==> config.mk <==
export PLATFORM = sky130hd
export DESIGN_NAME = timer_top
export DESIGN_NICKNAME = d
export VERILOG_FILES = /design/src/timer_pkg.sv /design/src/timer_top.sv /design/src/timer_regs.sv /design/src/timer_countdown.sv /design/src/timer_cycle_compare.sv /design/src/timer_ms_tick.sv
export VERILOG_INCLUDE_DIRS = /design/src
export SDC_FILE = /design/constraint.sdc
export NUM_CORES = 1
export LEC_CHECK = 0
export BUFFER_PORTS_ARGS = -buffer_cell sky130_fd_sc_hd__buf_2
export CAP_MARGIN = 15
export CORE_MARGIN = 2
export CORE_UTILIZATION = 40
export CTS_CLUSTER_SIZE = 20
export DETAILED_ROUTE_END_ITERATION = 7
export GPL_ROUTABILITY_DRIVEN = 0
export PLACE_DENSITY = 0.59
export SYNTH_ARGS = -nofsm -noshare
export SYNTH_HDL_FRONTEND = slang
export SYNTH_SLANG_ARGS = --single-unit
==> constraint.sdc <==
create_clock -name i_clock -period 2.7 [get_ports i_clock]
set_input_delay 0.54 -clock i_clock [delete_from_list [all_inputs] [get_ports i_clock]]
set_output_delay 0.54 -clock i_clock [all_outputs]
set_load 0.05 [all_outputs]
==> src/timer_macros.svh <==
`ifndef TIMER_MACROS_SVH
`define TIMER_MACROS_SVH

// ~~~~~~~~~~~~~~~~~~~~~~~~~~~~~~~~~~~~~~~~~~~~~~~~~~~~~~~~~~~~~~~~~~~~~~
// bus geometry
// ~~~~~~~~~~~~~~~~~~~~~~~~~~~~~~~~~~~~~~~~~~~~~~~~~~~~~~~~~~~~~~~~~~~~~~
`define TIMER_DATA_W 32
`define TIMER_ADDR_W 5

// ~~~~~~~~~~~~~~~~~~~~~~~~~~~~~~~~~~~~~~~~~~~~~~~~~~~~~~~~~~~~~~~~~~~~~~
// register byte offsets
// ~~~~~~~~~~~~~~~~~~~~~~~~~~~~~~~~~~~~~~~~~~~~~~~~~~~~~~~~~~~~~~~~~~~~~~
`define TIMER_REG_MS        'h00
`define TIMER_REG_CYC_LO    'h04
`define TIMER_REG_CYC_HI    'h08
`define TIMER_REG_CMP_LO    'h0C
`define TIMER_REG_CMP_HI    'h10
`define TIMER_REG_COUNTDOWN 'h14

// default core clock in Hz
`define TIMER_CLOCK_HZ_DEFAULT 125_000_000

`endif
==> src/timer_pkg.sv <==
`default_nettype none

`include "timer_macros.svh"

package timer_pkg;

	// two register-sized halves of a 64-bit timer word
	typedef struct packed {
		logic [`TIMER_DATA_W-1:0] hi;
		logic [`TIMER_DATA_W-1:0] lo;
	} timer_halves_t;

	// ~~~~~~~~~~~~~~~~~~~~~~~~~~~~~~~~~~~~~~~~~~~~~~~~~~~~~~~~~~~~~~~~~~~~~~
	// 64-bit cycle and compare word
	// ~~~~~~~~~~~~~~~~~~~~~~~~~~~~~~~~~~~~~~~~~~~~~~~~~~~~~~~~~~~~~~~~~~~~~~
	// counters and the comparator use the whole word,
	// the bus side reaches it one half at a time
	typedef union packed {
		logic [2*`TIMER_DATA_W-1:0] word;
		timer_halves_t              half;
	} timer_word64_t;

	// which event drives the interrupt line
	typedef enum logic [1:0] {
		MODE_OFF       = 2'd0,
		MODE_COMPARE   = 2'd1,
		MODE_COUNTDOWN = 2'd2
	} timer_mode_e;

endpackage

`default_nettype wire

==> src/timer_top.sv <==
`timescale 1ns/1ps
`default_nettype none

`include "timer_macros.svh"

module timer_top #(
	parameter int CLOCK_HZ = `TIMER_CLOCK_HZ_DEFAULT
) (
	input  wire                      i_clock,
	input  wire                      i_reset,
	input  wire                      i_psel,
	input  wire                      i_penable,
	input  wire                      i_pwrite,
	input  wire [`TIMER_ADDR_W-1:0]  i_paddr,
	input  wire [`TIMER_DATA_W-1:0]  i_pwdata,
	output logic [`TIMER_DATA_W-1:0] o_prdata,
	output logic                     o_pready,
	output logic                     o_pslverr,
	output logic                     o_interrupt
);

	logic [`TIMER_DATA_W-1:0] ms;
	timer_pkg::timer_word64_t cycles;
	timer_pkg::timer_word64_t compare;
	logic                     match;
	logic                     cd_load;
	logic [`TIMER_DATA_W-1:0] cd_value;
	logic [`TIMER_DATA_W-1:0] cd_count;
	logic                     expire;

	// ~~~~~~~~~~~~~~~~~~~~~~~~~~~~~~~~~~~~~~~~~~~~~~~~~~~~~~~~~~~~~~~~~~~~~~
	// register block
	// ~~~~~~~~~~~~~~~~~~~~~~~~~~~~~~~~~~~~~~~~~~~~~~~~~~~~~~~~~~~~~~~~~~~~~~
	timer_regs i_timer_regs (
		.i_clock     (i_clock),
		.i_reset     (i_reset),
		.i_psel      (i_psel),
		.i_penable   (i_penable),
		.i_pwrite    (i_pwrite),
		.i_paddr     (i_paddr),
		.i_pwdata    (i_pwdata),
		.o_prdata    (o_prdata),
		.o_pready    (o_pready),
		.o_pslverr   (o_pslverr),
		.i_ms        (ms),
		.i_cycles    (cycles),
		.i_cd_count  (cd_count),
		.i_match     (match),
		.i_expire    (expire),
		.o_compare   (compare),
		.o_cd_load   (cd_load),
		.o_cd_value  (cd_value),
		.o_interrupt (o_interrupt)
	);

	// ~~~~~~~~~~~~~~~~~~~~~~~~~~~~~~~~~~~~~~~~~~~~~~~~~~~~~~~~~~~~~~~~~~~~~~
	// counters
	// ~~~~~~~~~~~~~~~~~~~~~~~~~~~~~~~~~~~~~~~~~~~~~~~~~~~~~~~~~~~~~~~~~~~~~~
	timer_ms_tick #(
		.CLOCK_HZ (CLOCK_HZ)
	) i_timer_ms_tick (
		.i_clock (i_clock),
		.i_reset (i_reset),
		.o_ms    (ms)
	);

	timer_cycle_compare i_timer_cycle_compare (
		.i_clock   (i_clock),
		.i_reset   (i_reset),
		.i_compare (compare),
		.o_cycles  (cycles),
		.o_match   (match)
	);

	timer_countdown i_timer_countdown (
		.i_clock  (i_clock),
		.i_reset  (i_reset),
		.i_load   (cd_load),
		.i_value  (cd_value),
		.o_count  (cd_count),
		.o_expire (expire)
	);

endmodule

`default_nettype wire

==> src/timer_regs.sv <==
`timescale 1ns/1ps
`default_nettype none

`include "timer_macros.svh"

module timer_regs (
	input  wire                           i_clock,
	input  wire                           i_reset,

	// apb slave
	input  wire                           i_psel,
	input  wire                           i_penable,
	input  wire                           i_pwrite,
	input  wire [`TIMER_ADDR_W-1:0]       i_paddr,
	input  wire [`TIMER_DATA_W-1:0]       i_pwdata,
	output logic [`TIMER_DATA_W-1:0]      o_prdata,
	output logic                          o_pready,
	output logic                          o_pslverr,

	// counter side
	input  wire [`TIMER_DATA_W-1:0]       i_ms,
	input  wire timer_pkg::timer_word64_t i_cycles,
	input  wire [`TIMER_DATA_W-1:0]       i_cd_count,
	input  wire                           i_match,
	input  wire                           i_expire,
	output timer_pkg::timer_word64_t      o_compare,
	output logic                          o_cd_load,
	output logic [`TIMER_DATA_W-1:0]      o_cd_value,

	output logic                          o_interrupt
);

	logic                     access;
	logic                     wr_en;
	logic                     rd_en;
	logic                     mapped;
	logic [`TIMER_DATA_W-1:0] read_mux;
	logic                     event_hit;
	timer_pkg::timer_mode_e   mode_q;

	// ~~~~~~~~~~~~~~~~~~~~~~~~~~~~~~~~~~~~~~~~~~~~~~~~~~~~~~~~~~~~~~~~~~~~~~
	// apb access decode
	// ~~~~~~~~~~~~~~~~~~~~~~~~~~~~~~~~~~~~~~~~~~~~~~~~~~~~~~~~~~~~~~~~~~~~~~
	// zero wait states, every access cycle completes
	assign access = i_psel && i_penable;
	assign wr_en = access && i_pwrite;
	assign rd_en = access && !i_pwrite;

	always_comb begin
		mapped = 1'b1;
		read_mux = '0;
		case (i_paddr)
			`TIMER_REG_MS:        read_mux = i_ms;
			`TIMER_REG_CYC_LO:    read_mux = i_cycles.half.lo;
			`TIMER_REG_CYC_HI:    read_mux = i_cycles.half.hi;
			`TIMER_REG_CMP_LO:    read_mux = o_compare.half.lo;
			`TIMER_REG_CMP_HI:    read_mux = o_compare.half.hi;
			`TIMER_REG_COUNTDOWN: read_mux = i_cd_count;
			default:              mapped = 1'b0;
		endcase
	end

	assign o_prdata = rd_en ? read_mux : '0;
	assign o_pready = access;
	assign o_pslverr = access && !mapped;

	// countdown load goes straight through on the access cycle
	assign o_cd_load = wr_en && (i_paddr == `TIMER_REG_COUNTDOWN);
	assign o_cd_value = i_pwdata;

	// ~~~~~~~~~~~~~~~~~~~~~~~~~~~~~~~~~~~~~~~~~~~~~~~~~~~~~~~~~~~~~~~~~~~~~~
	// compare word and mode
	// ~~~~~~~~~~~~~~~~~~~~~~~~~~~~~~~~~~~~~~~~~~~~~~~~~~~~~~~~~~~~~~~~~~~~~~
	// compare starts at all ones so nothing matches before software
	// programs it
	always_ff @(posedge i_clock) begin
		if (i_reset) begin
			o_compare.word <= '1;
			mode_q <= timer_pkg::MODE_OFF;
		end else if (wr_en) begin
			case (i_paddr)
				`TIMER_REG_CMP_LO: begin
					o_compare.half.lo <= i_pwdata;
					mode_q <= timer_pkg::MODE_COMPARE;
				end
				`TIMER_REG_CMP_HI: begin
					o_compare.half.hi <= i_pwdata;
					mode_q <= timer_pkg::MODE_COMPARE;
				end
				`TIMER_REG_COUNTDOWN: begin
					mode_q <= timer_pkg::MODE_COUNTDOWN;
				end
				// counters are read only, unmapped writes fall away
				default: ;
			endcase
		end
	end

	// ~~~~~~~~~~~~~~~~~~~~~~~~~~~~~~~~~~~~~~~~~~~~~~~~~~~~~~~~~~~~~~~~~~~~~~
	// interrupt
	// ~~~~~~~~~~~~~~~~~~~~~~~~~~~~~~~~~~~~~~~~~~~~~~~~~~~~~~~~~~~~~~~~~~~~~~
	always_comb begin
		case (mode_q)
			timer_pkg::MODE_COMPARE:   event_hit = i_match;
			timer_pkg::MODE_COUNTDOWN: event_hit = i_expire;
			default:                   event_hit = 1'b0;
		endcase
	end

	// one cycle behind the event
	always_ff @(posedge i_clock) begin
		if (i_reset) begin
			o_interrupt <= 1'b0;
		end else begin
			o_interrupt <= event_hit;
		end
	end

	// ~~~~~~~~~~~~~~~~~~~~~~~~~~~~~~~~~~~~~~~~~~~~~~~~~~~~~~~~~~~~~~~~~~~~~~
	// checks
	// ~~~~~~~~~~~~~~~~~~~~~~~~~~~~~~~~~~~~~~~~~~~~~~~~~~~~~~~~~~~~~~~~~~~~~~
	a_penable_needs_psel: assert property (
		@(posedge i_clock) disable iff (i_reset)
		i_penable |-> i_psel
	) else begin
		$error("apb penable high without psel");
	end

	// the countdown would reload on every cycle of a longer strobe
	a_load_one_cycle: assert property (
		@(posedge i_clock) disable iff (i_reset)
		o_cd_load |=> !o_cd_load
	) else begin
		$error("countdown load strobe held past one cycle");
	end

	a_quiet_when_off: assert property (
		@(posedge i_clock) disable iff (i_reset)
		(mode_q == timer_pkg::MODE_OFF) |-> !o_interrupt
	) else begin
		$error("interrupt raised with the timer off");
	end

endmodule

`default_nettype wire

==> src/timer_countdown.sv <==
`timescale 1ns/1ps
`default_nettype none

`include "timer_macros.svh"

module timer_countdown (
	input  wire                      i_clock,
	input  wire                      i_reset,
	input  wire                      i_load,
	input  wire [`TIMER_DATA_W-1:0]  i_value,
	output logic [`TIMER_DATA_W-1:0] o_count,
	output logic                     o_expire
);

	// set for the one cycle after a load, so a loaded 1 never counts
	// as an expiry of its own
	logic just_loaded;

	always_ff @(posedge i_clock) begin
		if (i_reset) begin
			o_count <= '0;
			just_loaded <= 1'b0;
		end else begin
			just_loaded <= i_load;
			if (i_load) begin
				o_count <= i_value;
			end else if (o_count != '0) begin
				o_count <= o_count - 1'b1;
			end
		end
	end

	// expiry is the step down to 1, zero simply holds
	assign o_expire = (o_count == `TIMER_DATA_W'(1)) && !just_loaded;

	// ~~~~~~~~~~~~~~~~~~~~~~~~~~~~~~~~~~~~~~~~~~~~~~~~~~~~~~~~~~~~~~~~~~~~~~
	// checks
	// ~~~~~~~~~~~~~~~~~~~~~~~~~~~~~~~~~~~~~~~~~~~~~~~~~~~~~~~~~~~~~~~~~~~~~~
	// only the register block may raise the count
	a_no_rise_without_load: assert property (
		@(posedge i_clock) disable iff (i_reset)
		!i_load |=> o_count <= $past(o_count)
	) else begin
		$error("countdown rose without a load");
	end

endmodule

`default_nettype wire

==> src/timer_cycle_compare.sv <==
`timescale 1ns/1ps
`default_nettype none

module timer_cycle_compare (
	input  wire                           i_clock,
	input  wire                           i_reset,
	input  wire timer_pkg::timer_word64_t i_compare,
	output timer_pkg::timer_word64_t      o_cycles,
	output logic                          o_match
);

	// ~~~~~~~~~~~~~~~~~~~~~~~~~~~~~~~~~~~~~~~~~~~~~~~~~~~~~~~~~~~~~~~~~~~~~~
	// free-running cycle counter
	// ~~~~~~~~~~~~~~~~~~~~~~~~~~~~~~~~~~~~~~~~~~~~~~~~~~~~~~~~~~~~~~~~~~~~~~
	// wraps to zero after all ones, which is centuries away at any
	// realistic clock
	always_ff @(posedge i_clock) begin
		if (i_reset) begin
			o_cycles.word <= '0;
		end else begin
			o_cycles.word <= o_cycles.word + 1'b1;
		end
	end

	// equality only, the register block samples it into the interrupt
	assign o_match = (o_cycles.word == i_compare.word);

	// ~~~~~~~~~~~~~~~~~~~~~~~~~~~~~~~~~~~~~~~~~~~~~~~~~~~~~~~~~~~~~~~~~~~~~~
	// checks
	// ~~~~~~~~~~~~~~~~~~~~~~~~~~~~~~~~~~~~~~~~~~~~~~~~~~~~~~~~~~~~~~~~~~~~~~
	// the register block reads the halves on separate transfers and
	// relies on a steady single step between them
	a_count_steps_by_one: assert property (
		@(posedge i_clock) disable iff (i_reset)
		!$past(i_reset) |-> o_cycles.word == $past(o_cycles.word) + 64'd1
	) else begin
		$error("cycle counter did not advance by one");
	end

endmodule

`default_nettype wire

==> src/timer_ms_tick.sv <==
`timescale 1ns/1ps
`default_nettype none

`include "timer_macros.svh"

module timer_ms_tick #(
	parameter int CLOCK_HZ = `TIMER_CLOCK_HZ_DEFAULT
) (
	input  wire                      i_clock,
	input  wire                      i_reset,
	output logic [`TIMER_DATA_W-1:0] o_ms
);

	// clock cycles per millisecond
	localparam int TICKS = CLOCK_HZ / 1000;
	localparam int PRESCALE_W = $clog2(TICKS);

	// a prescaler of fewer than two states has no width
	if (CLOCK_HZ < 2000) begin : g_clock_check
		$error("timer_ms_tick: CLOCK_HZ must be at least 2000");
	end

	logic [PRESCALE_W-1:0] prescale;
	logic                  wrap;

	assign wrap = (prescale == PRESCALE_W'(TICKS - 1));

	// ~~~~~~~~~~~~~~~~~~~~~~~~~~~~~~~~~~~~~~~~~~~~~~~~~~~~~~~~~~~~~~~~~~~~~~
	// prescaler and millisecond count
	// ~~~~~~~~~~~~~~~~~~~~~~~~~~~~~~~~~~~~~~~~~~~~~~~~~~~~~~~~~~~~~~~~~~~~~~
	always_ff @(posedge i_clock) begin
		if (i_reset) begin
			prescale <= '0;
			o_ms <= '0;
		end else begin
			if (wrap) begin
				prescale <= '0;
				o_ms <= o_ms + 1'b1;
			end else begin
				prescale <= prescale + 1'b1;
			end
		end
	end

endmodule

`default_nettype wire

==> impl_metrics.toml, run 1 <==
[critical_path]
crit_path_max_fanout = 23
critPathKind = "in -> out"
cp.arrival_ns = 2.10
startpoint_type = "input pin"
endpoint_kind = "primary output"
cp.required_ns = 2.16

[sta]
clock_skew_ns = 0.0128
hold_viol_final = 0
setup_viol = 0
rsz0062_at_grt = "false"
tns_ns = 0
slew_viol_final = 0
post-route-min-period_ns = 2.64
fin_crit_sh = 0.977
slew_headroom = 0.478
final.setup.worst_slack_ns = 0.0634
fmax_mhz = 379
worstMarginPinSlew_ns = 0.782

[route]
drc = 0
vias = 10434
ant_nets = 0
drt_iter0_markers = 1154
routed_wl_um = 37900
wl_per_cell_um = 20.6
via_per_inst = 5.67
drt-pass1-iter-count = 6

[power_and_ir_drop]
comb_power_share = 0.219
power_mw = 9.31
power.leakage_nw = 4.97
p_clk_frac = 0.386
seqPwrFrac = 0.395
switching_share = 0.313
p_sw_mw = 2.91
internal_power_mw = 6.40
power.density_mw_per_mm2 = 672
vdd_ir_drop_max_mv = 0.614

[grt]
use_met1 = 0.353
grt.met2_usage = 0.396
grt_usage = 0.255
grt-busiest-layer = "met2"
grt_max_degree = 110
use_met3 = 0.0515
grt_antenna_before_repair = 0
grt_pass1_vias = 9681
overflow = 0
grt_pass1_wl_um = 57700

[outcome]
status = "complete, no violations"

[cts]
cts_sinks = 213
cts_made_buffers = 26
cts.clk_slew.worst_paths_ns = 0.06
cts.path.max_buffers = 3
clk-insertion-delay-late_ns = 0.54
cts.htree.levels = 1
cts-root-buf = "clkbuf_16"
cts_tree = "built"

[yosys]
syn_nets = 1385
ys_async_sr_fraction = 0
synth_edf_count = 0
synthFlopType = "dfxtp_1"
synth.area.top_cells = "dfxtp_1, xnor2_1, xor2_1"
mappedNetlistArea_mm2 = 0.0112
yosys.area.top_type = "dfxtp_1"
synth_cells = 1336
ys_warn_count = 0
synth_seq_cells = 213
synth_common_cells = "dfxtp_1, nand2_1, nor2_1"
syn_avg_cell_area_um2 = 8.38
yosysUniqueCellTypes = 57
seq_area_frac_synth = 0.381
synth_most_common_cell = "dfxtp_1"
netlist.area_leader.share = 0.381

[job]
maxCapViolCount = 0

[place]
dp_cells = 1786
dpl_worst_slack_ns = -0.0219
io_buffers = 76
dp_hpwl_um = 28200

[final_layout]
final_core_util = 0.500
drive_above_1_share = 0.207
fin_cells = 1841
n_antenna_cell = 0
regArea_mm2 = 0.00426
synthToLayoutAreaGrowth_pct = 23.8
nets = 1492
multi_input_area_mm2 = 0.00672
n_fill_cell = 2654

[floorplanning]
start_util = 0.404
fp.dieW_um = 171
die_area_mm2 = 0.0293
core_mm2 = 0.0277
rows = 61
die_y_um = 171
io-pin-count = 77

[min_path]
hp-class = "in -> reg"
[power by group through the flow]
stage | Clock, mW | Sequential (mW) | Combinational, mW
global placement | 0 | 3.74 | 1.96
detailed placement | 0 | 3.74 | 1.98
floorplan | 0 | 3.61 | 1.37
finish | 3.59 | 3.68 | 2.04
global route | 3.78 | 3.70 | 2.21
CTS | 3.65 | 3.67 | 2.00
[area by class of cell]
type / count / share of cell area
Tap cell: 378 / 0.0341
Sequential cell: 213 / 0.308
Clock inverter: 14 / 0.0109
Timing Repair Buffer: 164 / 0.0984
Clock buffer: 34 / 0.0542
Inverter: 36 / 0.00975
Multi-Input combinational cell: 1002 / 0.485
[cells in the final DEF (no fill, tap or decap), types with 34 or more instances in the layout]
cell and instances:
a22oi_1 43, dfxtp_1 213, nor2_1 142, nand2_1 143, nor2b_1 34, nand3_1 52
buf_4 81, inv_1 35, xnor2_1 95, buf_2 49, xor2_1 70, nand4_1 36
[what timing repair did]
action / 4_1_cts / 5_1_grt
pin swaps: 1 / 4
setup buffers: 0 / 6
endpoints found under the setup margin: 13 / 33
gates cloned: 0 / 2
hold buffers: 0 / 0
resized for setup: 14 / 21
[routing by layer]
metal  vias up  wire length [µm]
met3        88              3180
li1       4968                 -
met4         0              1350
met2       424             16700
met5         -                 0
met1      4954             16600
[metrics by stage]
step	hold slack (ns)	area, µm²
after floorplan	0.413	11400
after global placement	0.426	12700
after detailed placement	0.435	12700
after CTS	0.237	13700
after global routing	0.244	13900
final	0.242	13900
[worst paths after layout]
| kind | start | endpoint | slack [ns] | cells after the start |
|---|---|---|---|---|
| max | i_paddr[4] | o_prdata[25] | 0.06 | 7 |
| min | i_pwdata[31] | i_timer_countdown.o_count[31] | 0.24 | 3 |
| min reg2reg | i_timer_ms_tick.prescale[0] | i_timer_ms_tick.prescale[0] | 0.44 | 1 |
| max reg2reg | i_timer_regs.mode_q[0] | i_timer_regs.o_interrupt | 0.15 | 9 |
[state kept, by name (all words and copies together), names as in the netlist]
signal                          count
i_timer_regs.mode_q                 2
i_timer_regs.o_compare             64
i_timer_regs.o_interrupt            1
i_timer_countdown.o_count          32
i_timer_cycle_compare.o_cycles     64
i_timer_countdown.just_loaded       1
i_timer_ms_tick.prescale           17
i_timer_ms_tick.o_ms               32
[critical path: stages]
cell     delay [ns]
buf_2          0.14
nor4b_4        0.36
nor2b_2        0.27
buf_12         0.20
a22oi_1        0.14
a21oi_2        0.16
buf_2          0.27
[cells by family after synthesis]
logic type | after synthesis | synth area share
simple gates | 584 | 0.271
compound gates | 214 | 0.137
flops | 213 | 0.381
xor+xnor | 165 | 0.129
buf+inv | 121 | 0.0419
mux | 32 | 0.0322
fa+ha+maj | 7 | 0.00782
Power figures use the tool's default switching activity.
==> run 2, diff against run 1 <==
--- a/config.mk
+++ b/config.mk
@@ -13,7 +13,8 @@
 export CTS_CLUSTER_SIZE = 20
 export DETAILED_ROUTE_END_ITERATION = 7
 export GPL_ROUTABILITY_DRIVEN = 0
-export PLACE_DENSITY = 0.59
+export PLACE_DENSITY = 0.58
 export SYNTH_ARGS = -nofsm -noshare
 export SYNTH_HDL_FRONTEND = slang
+export SYNTH_HIERARCHICAL = 1
 export SYNTH_SLANG_ARGS = --single-unit
==> run 2 against run 1 <==
  * Die area grew 12%
  * Critical path depth grew 1
  * Utilization shrank 2.7 points
  * Synthesized area grew 12%
  * Via count grew 13%
  * Final cell count grew 7.9%
  * Critical endpoint is now o_prdata[23]
==> impl_metrics.toml, run 2 <==
[outcome]
status = "complete, no violations"

[yosys]
synth_top_family_by_area = "simple AND/OR/NAND/NOR gates"
synthSimpleGateAreaFrac = 0.301
synth-xor-area-share = 0.0929
ys_warn_count = 6
seq_area_frac_synth = 0.340
synth_seq_cells = 213
muxShareOfSynthArea = 0.0483
ys_async_sr_fraction = 0
synth_most_common_cell = "dfxtp_1"
yosysUniqueCellTypes = 71
syn_nets = 1546
mappedNetlistArea_mm2 = 0.0125
synth_edf_count = 0
synth.area.top_cells = "dfxtp_1, xor2_1, nand2_1"
synth_cells = 1497
netlist.area_leader.share = 0.340
yosys.area.top_type = "dfxtp_1"
synthFlopType = "dfxtp_1"
post_synth_fa_ha_maj_area_fraction = 0.00698
syn_avg_cell_area_um2 = 8.38
synth-compound-area-share = 0.151
synth_common_cells = "dfxtp_1, nand2_1, nor2_1"

[sta]
tns_ns = 0
hold_viol_final = 0
fmax_mhz = 377
final.setup.worst_slack_ns = 0.0508
post-route-min-period_ns = 2.65
slew_viol_final = 0
fin_crit_sh = 0.981
rsz0062_at_grt = "false"
slew_headroom = 0.469
worstMarginPinSlew_ns = 0.786
clock_skew_ns = 0.0120
setup_viol = 0

[final_layout]
final_core_util = 0.473
top_regs = "i_timer_cycle_compare/o_cycles (64), i_timer_regs/o_compare (64)"
multi_input_area_mm2 = 0.00759
n_fill_cell = 3080
synthToLayoutAreaGrowth_pct = 15.9
nets = 1619
regArea_mm2 = 0.00426
fin_cells = 1986
final_area_mm2 = 0.0145
n_antenna_cell = 0
drive_above_1_share = 0.187
mostFrequentLayoutCells = "dfxtp_1, nand2_1, nor2_1"
final_common_cell = "dfxtp_1"

[route]
drt_iter0_markers = 1226
routed_wl_um = 43000
via_per_inst = 5.95
drt-pass1-iter-count = 6
vias = 11817
ant_nets = 0
drc = 0
wl_per_cell_um = 21.7

[critical_path]
crit_path_max_fanout = 9
critPathTopFamily = "buffers and inverters"
critPathKind = "in -> out"
cp_cell_sequence = "buf_2, buf_4, buf_4, mux2i_1, buf_4, o22a_1, a21oi_2, buf_2"
startpoint_type = "input pin"
endpoint_kind = "primary output"
cp.arrival_ns = 2.11
cpMostUsedCell = "buf_4"
cp.required_ns = 2.16
cp_slowest_stage_delay_ns = 0.29
path_buf_inv = 5
cpMaxStageDelayCell = "buf_2"

[floorplanning]
start_util = 0.408
fp.dieW_um = 181
io-pin-count = 77
rows = 64
core_mm2 = 0.0307
die_y_um = 181
die_area_mm2 = 0.0328

[grt]
overflow = 0
grt_max_degree = 53
grt_pass1_vias = 11280
grt_usage = 0.259
grt_pass1_wl_um = 66300
grt_antenna_before_repair = 0

[power_and_ir_drop]
comb_power_share = 0.236
p_clk_frac = 0.391
power.density_mw_per_mm2 = 650
internal_power_mw = 6.51
vdd_ir_drop_max_mv = 0.483
seqPwrFrac = 0.374
p_sw_mw = 2.94
power.leakage_nw = 5.43
switching_share = 0.311

[cts]
cts_tree = "built"
cts.htree.levels = 1
cts-root-buf = "clkbuf_16"
cts_sinks = 213
cts_setup_buffers = 0
cts.hold.buffers_added = 0
clk-insertion-delay-late_ns = 0.54
cts_resized = 0
cts.clk_slew.worst_paths_ns = 0.06
cts_made_buffers = 26
cts.path.max_buffers = 3

[place]
io_buffers = 76
placed_area_mm2 = 0.0136
dp_hpwl_um = 32800
dpl_worst_slack_ns = 0.0722
dp_cells = 1938

[min_path]
hp-class = "in -> reg"

[job]
maxCapViolCount = 0
run 2: cell count changes in the layout (fill, tap and decap cells not counted), sizes merged, moves of 29 or more:
| cell | before | now |
|---|---|---|
| xnor2 | 95 | 37 |
| a222oi | 32 | 1 |
| nand3b | 15 | 64 |
| mux2i | 0 | 47 |
| a211o | 32 | 2 |
| a21oi | 47 | 76 |
| nand2 | 143 | 195 |
| nor2 | 142 | 111 |
run 2: worst reg2reg max path, stage by stage (launching register included):
cell and delay (ns):
dfxtp_1 0.36, inv_1 0.09, ha_1 0.23, nor3b_2 0.37
nand4_4 0.22, or4_1 0.66, nand2_2 0.28, o21ai_0 0.14
run 2: worst paths after layout:
check,slack (ns),cells after the start,end,from
worst min-delay path,0.29,2,i_timer_countdown/o_count[0],i_pwdata[0]
worst max register to register,0.22,7,i_timer_countdown/o_count[20],i_timer_countdown/o_count[1]
worst min register to register,0.46,1,i_timer_ms_tick/prescale[0],i_timer_ms_tick/prescale[0]
worst max-delay path,0.05,8,o_prdata[23],i_paddr[3]
run 2: layer usage:
| layer | global-route usage | part of all wire | vias up |
|---|---|---|---|
| met5 | 0 | 0 | - |
| met2 | 0.428 | 0.46 | 493 |
| met4 | 0.100 | 0.040 | 0 |
| met1 | 0.348 | 0.43 | 5683 |
| li1 | - | - | 5553 |
| met3 | 0.0252 | 0.071 | 88 |
run 2: cells by family (layout without fill, tap and decap cells):
kind of cell / count (synthesis) / after routing
AND/OR/NAND/NOR: 670 / 670
AO/OA/AOI/OAI: 265 / 265
flip-flops: 213 / 213
buffers and inverters: 150 / 243
XOR/XNOR: 133 / 133
multiplexers: 59 / 59
adder cells (fa/ha/maj): 7 / 7
run 2: cell type report:
type,instances,share of cell area
clock inverters,14,0.0105
multi-input cells,1134,0.522
well taps,396,0.0341
repair buffers,174,0.0825
flip-flops and latches,213,0.293
inverters,21,0.00542
clock buffers,34,0.0517
run 2: power groups by stage:
stage | Sequential (mW) | Combinational [mW] | Clock (mW)
2_1_floorplan | 3.55 | 1.47 | 0
3_3_place_gp | 3.60 | 2.15 | 0
3_5_place_dp | 3.60 | 2.17 | 0
4_1_cts | 3.53 | 2.19 | 3.75
5_1_grt | 3.55 | 2.38 | 3.87
6_report | 3.53 | 2.23 | 3.69
run 2: per-stage QoR:
stage | power [mW] | hold slack (ns)
6_report | 9.45 | 0.286
5_1_grt | 9.81 | 0.291
4_1_cts | 9.47 | 0.268
3_5_place_dp | 5.77 | 0.453
3_3_place_gp | 5.75 | 0.440
2_1_floorplan | 5.02 | 0.422
==> run 3, diff against run 2 <==
--- a/config.mk
+++ b/config.mk
@@ -8,7 +8,6 @@
 export LEC_CHECK = 0
 export BUFFER_PORTS_ARGS = -buffer_cell sky130_fd_sc_hd__buf_2
 export CAP_MARGIN = 15
-export CORE_MARGIN = 2
 export CORE_UTILIZATION = 40
 export CTS_CLUSTER_SIZE = 20
 export DETAILED_ROUTE_END_ITERATION = 7
==> run 3 against run 2 <==
  * Count of clock-buffer cells in the layout fell by 1
  * Worst hold slack improved by 0.020 ns
  * Global-route usage rose by 1.1 points
  * Register-to-register slack improved by 0.04 ns
  * Highest routed layer unchanged
  * Sequential share of layout area rose by 0.41 points
  * Critical endpoint is now o_prdata[30]
  * Non-clock buffer count fell by 25
  * Wire length fell by 0.25%
==> impl_metrics.toml, run 3 (synthesis results as in run 2) <==
[floorplanning]
core_mm2 = 0.0307
die_y_um = 179
die_area_mm2 = 0.0321
start_util = 0.408
fp.dieW_um = 179
io-pin-count = 77
rows = 64

[power_and_ir_drop]
comb_power_share = 0.236
seqPwrFrac = 0.379
p_sw_mw = 2.87
power.density_mw_per_mm2 = 651
p_clk_frac = 0.385
vdd_ir_drop_max_mv = 0.429
switching_share = 0.307
internal_power_mw = 6.47
power.leakage_nw = 5.30

[grt]
grt_usage = 0.270
grt_pass1_wl_um = 65400
grt_antenna_before_repair = 0
grt_max_degree = 79
grt_pass1_vias = 10800
overflow = 0

[route]
drt-pass1-iter-count = 5
drc = 0
ant_nets = 0
routed_wl_um = 42900
vias = 11607
via_per_inst = 5.93
drt_iter0_markers = 1324
wl_per_cell_um = 21.9

[final_layout]
n_antenna_cell = 0
drive_above_1_share = 0.171
nets = 1593
mostFrequentLayoutCells = "dfxtp_1, nand2_1, nor2_1"
final_common_cell = "dfxtp_1"
synthToLayoutAreaGrowth_pct = 14.3
top_regs = "i_timer_cycle_compare/o_cycles (64), i_timer_regs/o_compare (64)"

[cts]
clk-insertion-delay-late_ns = 0.53
cts_tree = "built"
cts.path.max_buffers = 3
cts.hold.buffers_added = 0
cts.htree.levels = 1
cts-root-buf = "clkbuf_16"
cts_made_buffers = 25
cts_sinks = 213
cts.clk_slew.worst_paths_ns = 0.06

[critical_path]
endpoint_kind = "primary output"
crit_path_max_fanout = 21
startpoint_type = "input pin"
cp.required_ns = 2.16
cp.arrival_ns = 2.12
critPathKind = "in -> out"

[sta]
final.setup.worst_slack_ns = 0.0371
slew_headroom = 0.599
clock_skew_ns = 0.0120
fin_crit_sh = 0.986
worstMarginPinSlew_ns = 0.600
fmax_mhz = 376
slew_viol_final = 0
hold_viol_final = 0
setup_viol = 0
post-route-min-period_ns = 2.66
rsz0062_at_grt = "false"
tns_ns = 0

[outcome]
status = "complete, no violations"

[job]
maxCapViolCount = 0

[place]
dp_hpwl_um = 32300
dpl_worst_slack_ns = 0.0532
io_buffers = 76

[min_path]
hp-class = "in -> reg"
==> run 3: final timing paths <==
path                                                        start                                 end  slack [ns]  cells after the start
worst max-delay path                                   i_paddr[3]                        o_prdata[30]        0.04                      8
worst min-delay path                                  i_pwdata[8]          i_timer_regs/o_compare[40]        0.31                      3
worst max register to register  i_timer_cycle_compare/o_cycles[4]  i_timer_cycle_compare/o_cycles[61]        0.26                      6
worst min register to register        i_timer_ms_tick/prescale[0]         i_timer_ms_tick/prescale[0]        0.46                      1
==> run 3: stage by stage <==
step | std cells | hold slack [ns] | cell area [µm²] | utilization | total power [mW]
after floorplan | 1497 | 0.422 | 12600 | - | 5.02
after global placement | 1913 | 0.436 | 13500 | 0.438 | 5.74
after detailed placement | 1913 | 0.444 | 13500 | 0.438 | 5.75
after CTS | 1956 | 0.289 | 14300 | 0.466 | 9.33
after global routing | 1956 | 0.317 | 14300 | 0.466 | 9.70
final | 1956 | 0.306 | 14300 | 0.466 | 9.33
==> run 3: power groups by stage <==
stage          Clock (mW)  Combinational, mW  Sequential, mW
6_report             3.60               2.20            3.54
3_3_place_gp            0               2.14            3.60
3_5_place_dp            0               2.15            3.60
5_1_grt              3.77               2.36            3.57
2_1_floorplan           0               1.47            3.55
4_1_cts              3.64               2.16            3.53
==> run 3: critical path, cell delays in order <==
cell	delay (ns)
buf_2	0.17
nor2b_1	0.17
buf_12	0.16
a22o_1	0.19
a222oi_1	0.46
buf_4	0.19
nor2_1	0.03
buf_2	0.20
==> run 3: layout make-up <==
class	count	area (µm²)
inverters	21	78.8
repair buffers	149	1040
fillers	3092	16400
multi-input cells	1134	7590
flip-flops and latches	213	4260
clock buffers	33	706
clock inverters	10	155
well taps	396	495
==> run 3: routing by layer <==
| layer | global-route usage | share of wire |
|---|---|---|
| met1 | 0.364 | 0.44 |
| met4 | 0.0876 | 0.030 |
| met3 | 0.0367 | 0.073 |
| met5 | 0 | 0 |
| met2 | 0.440 | 0.46 |
==> run 3: what timing repair did <==
action	in CTS	in global routing
endpoints found under the setup margin	0	2
hold endpoints to repair	0	0
gates resized for setup	0	0
buffers inserted	0	0
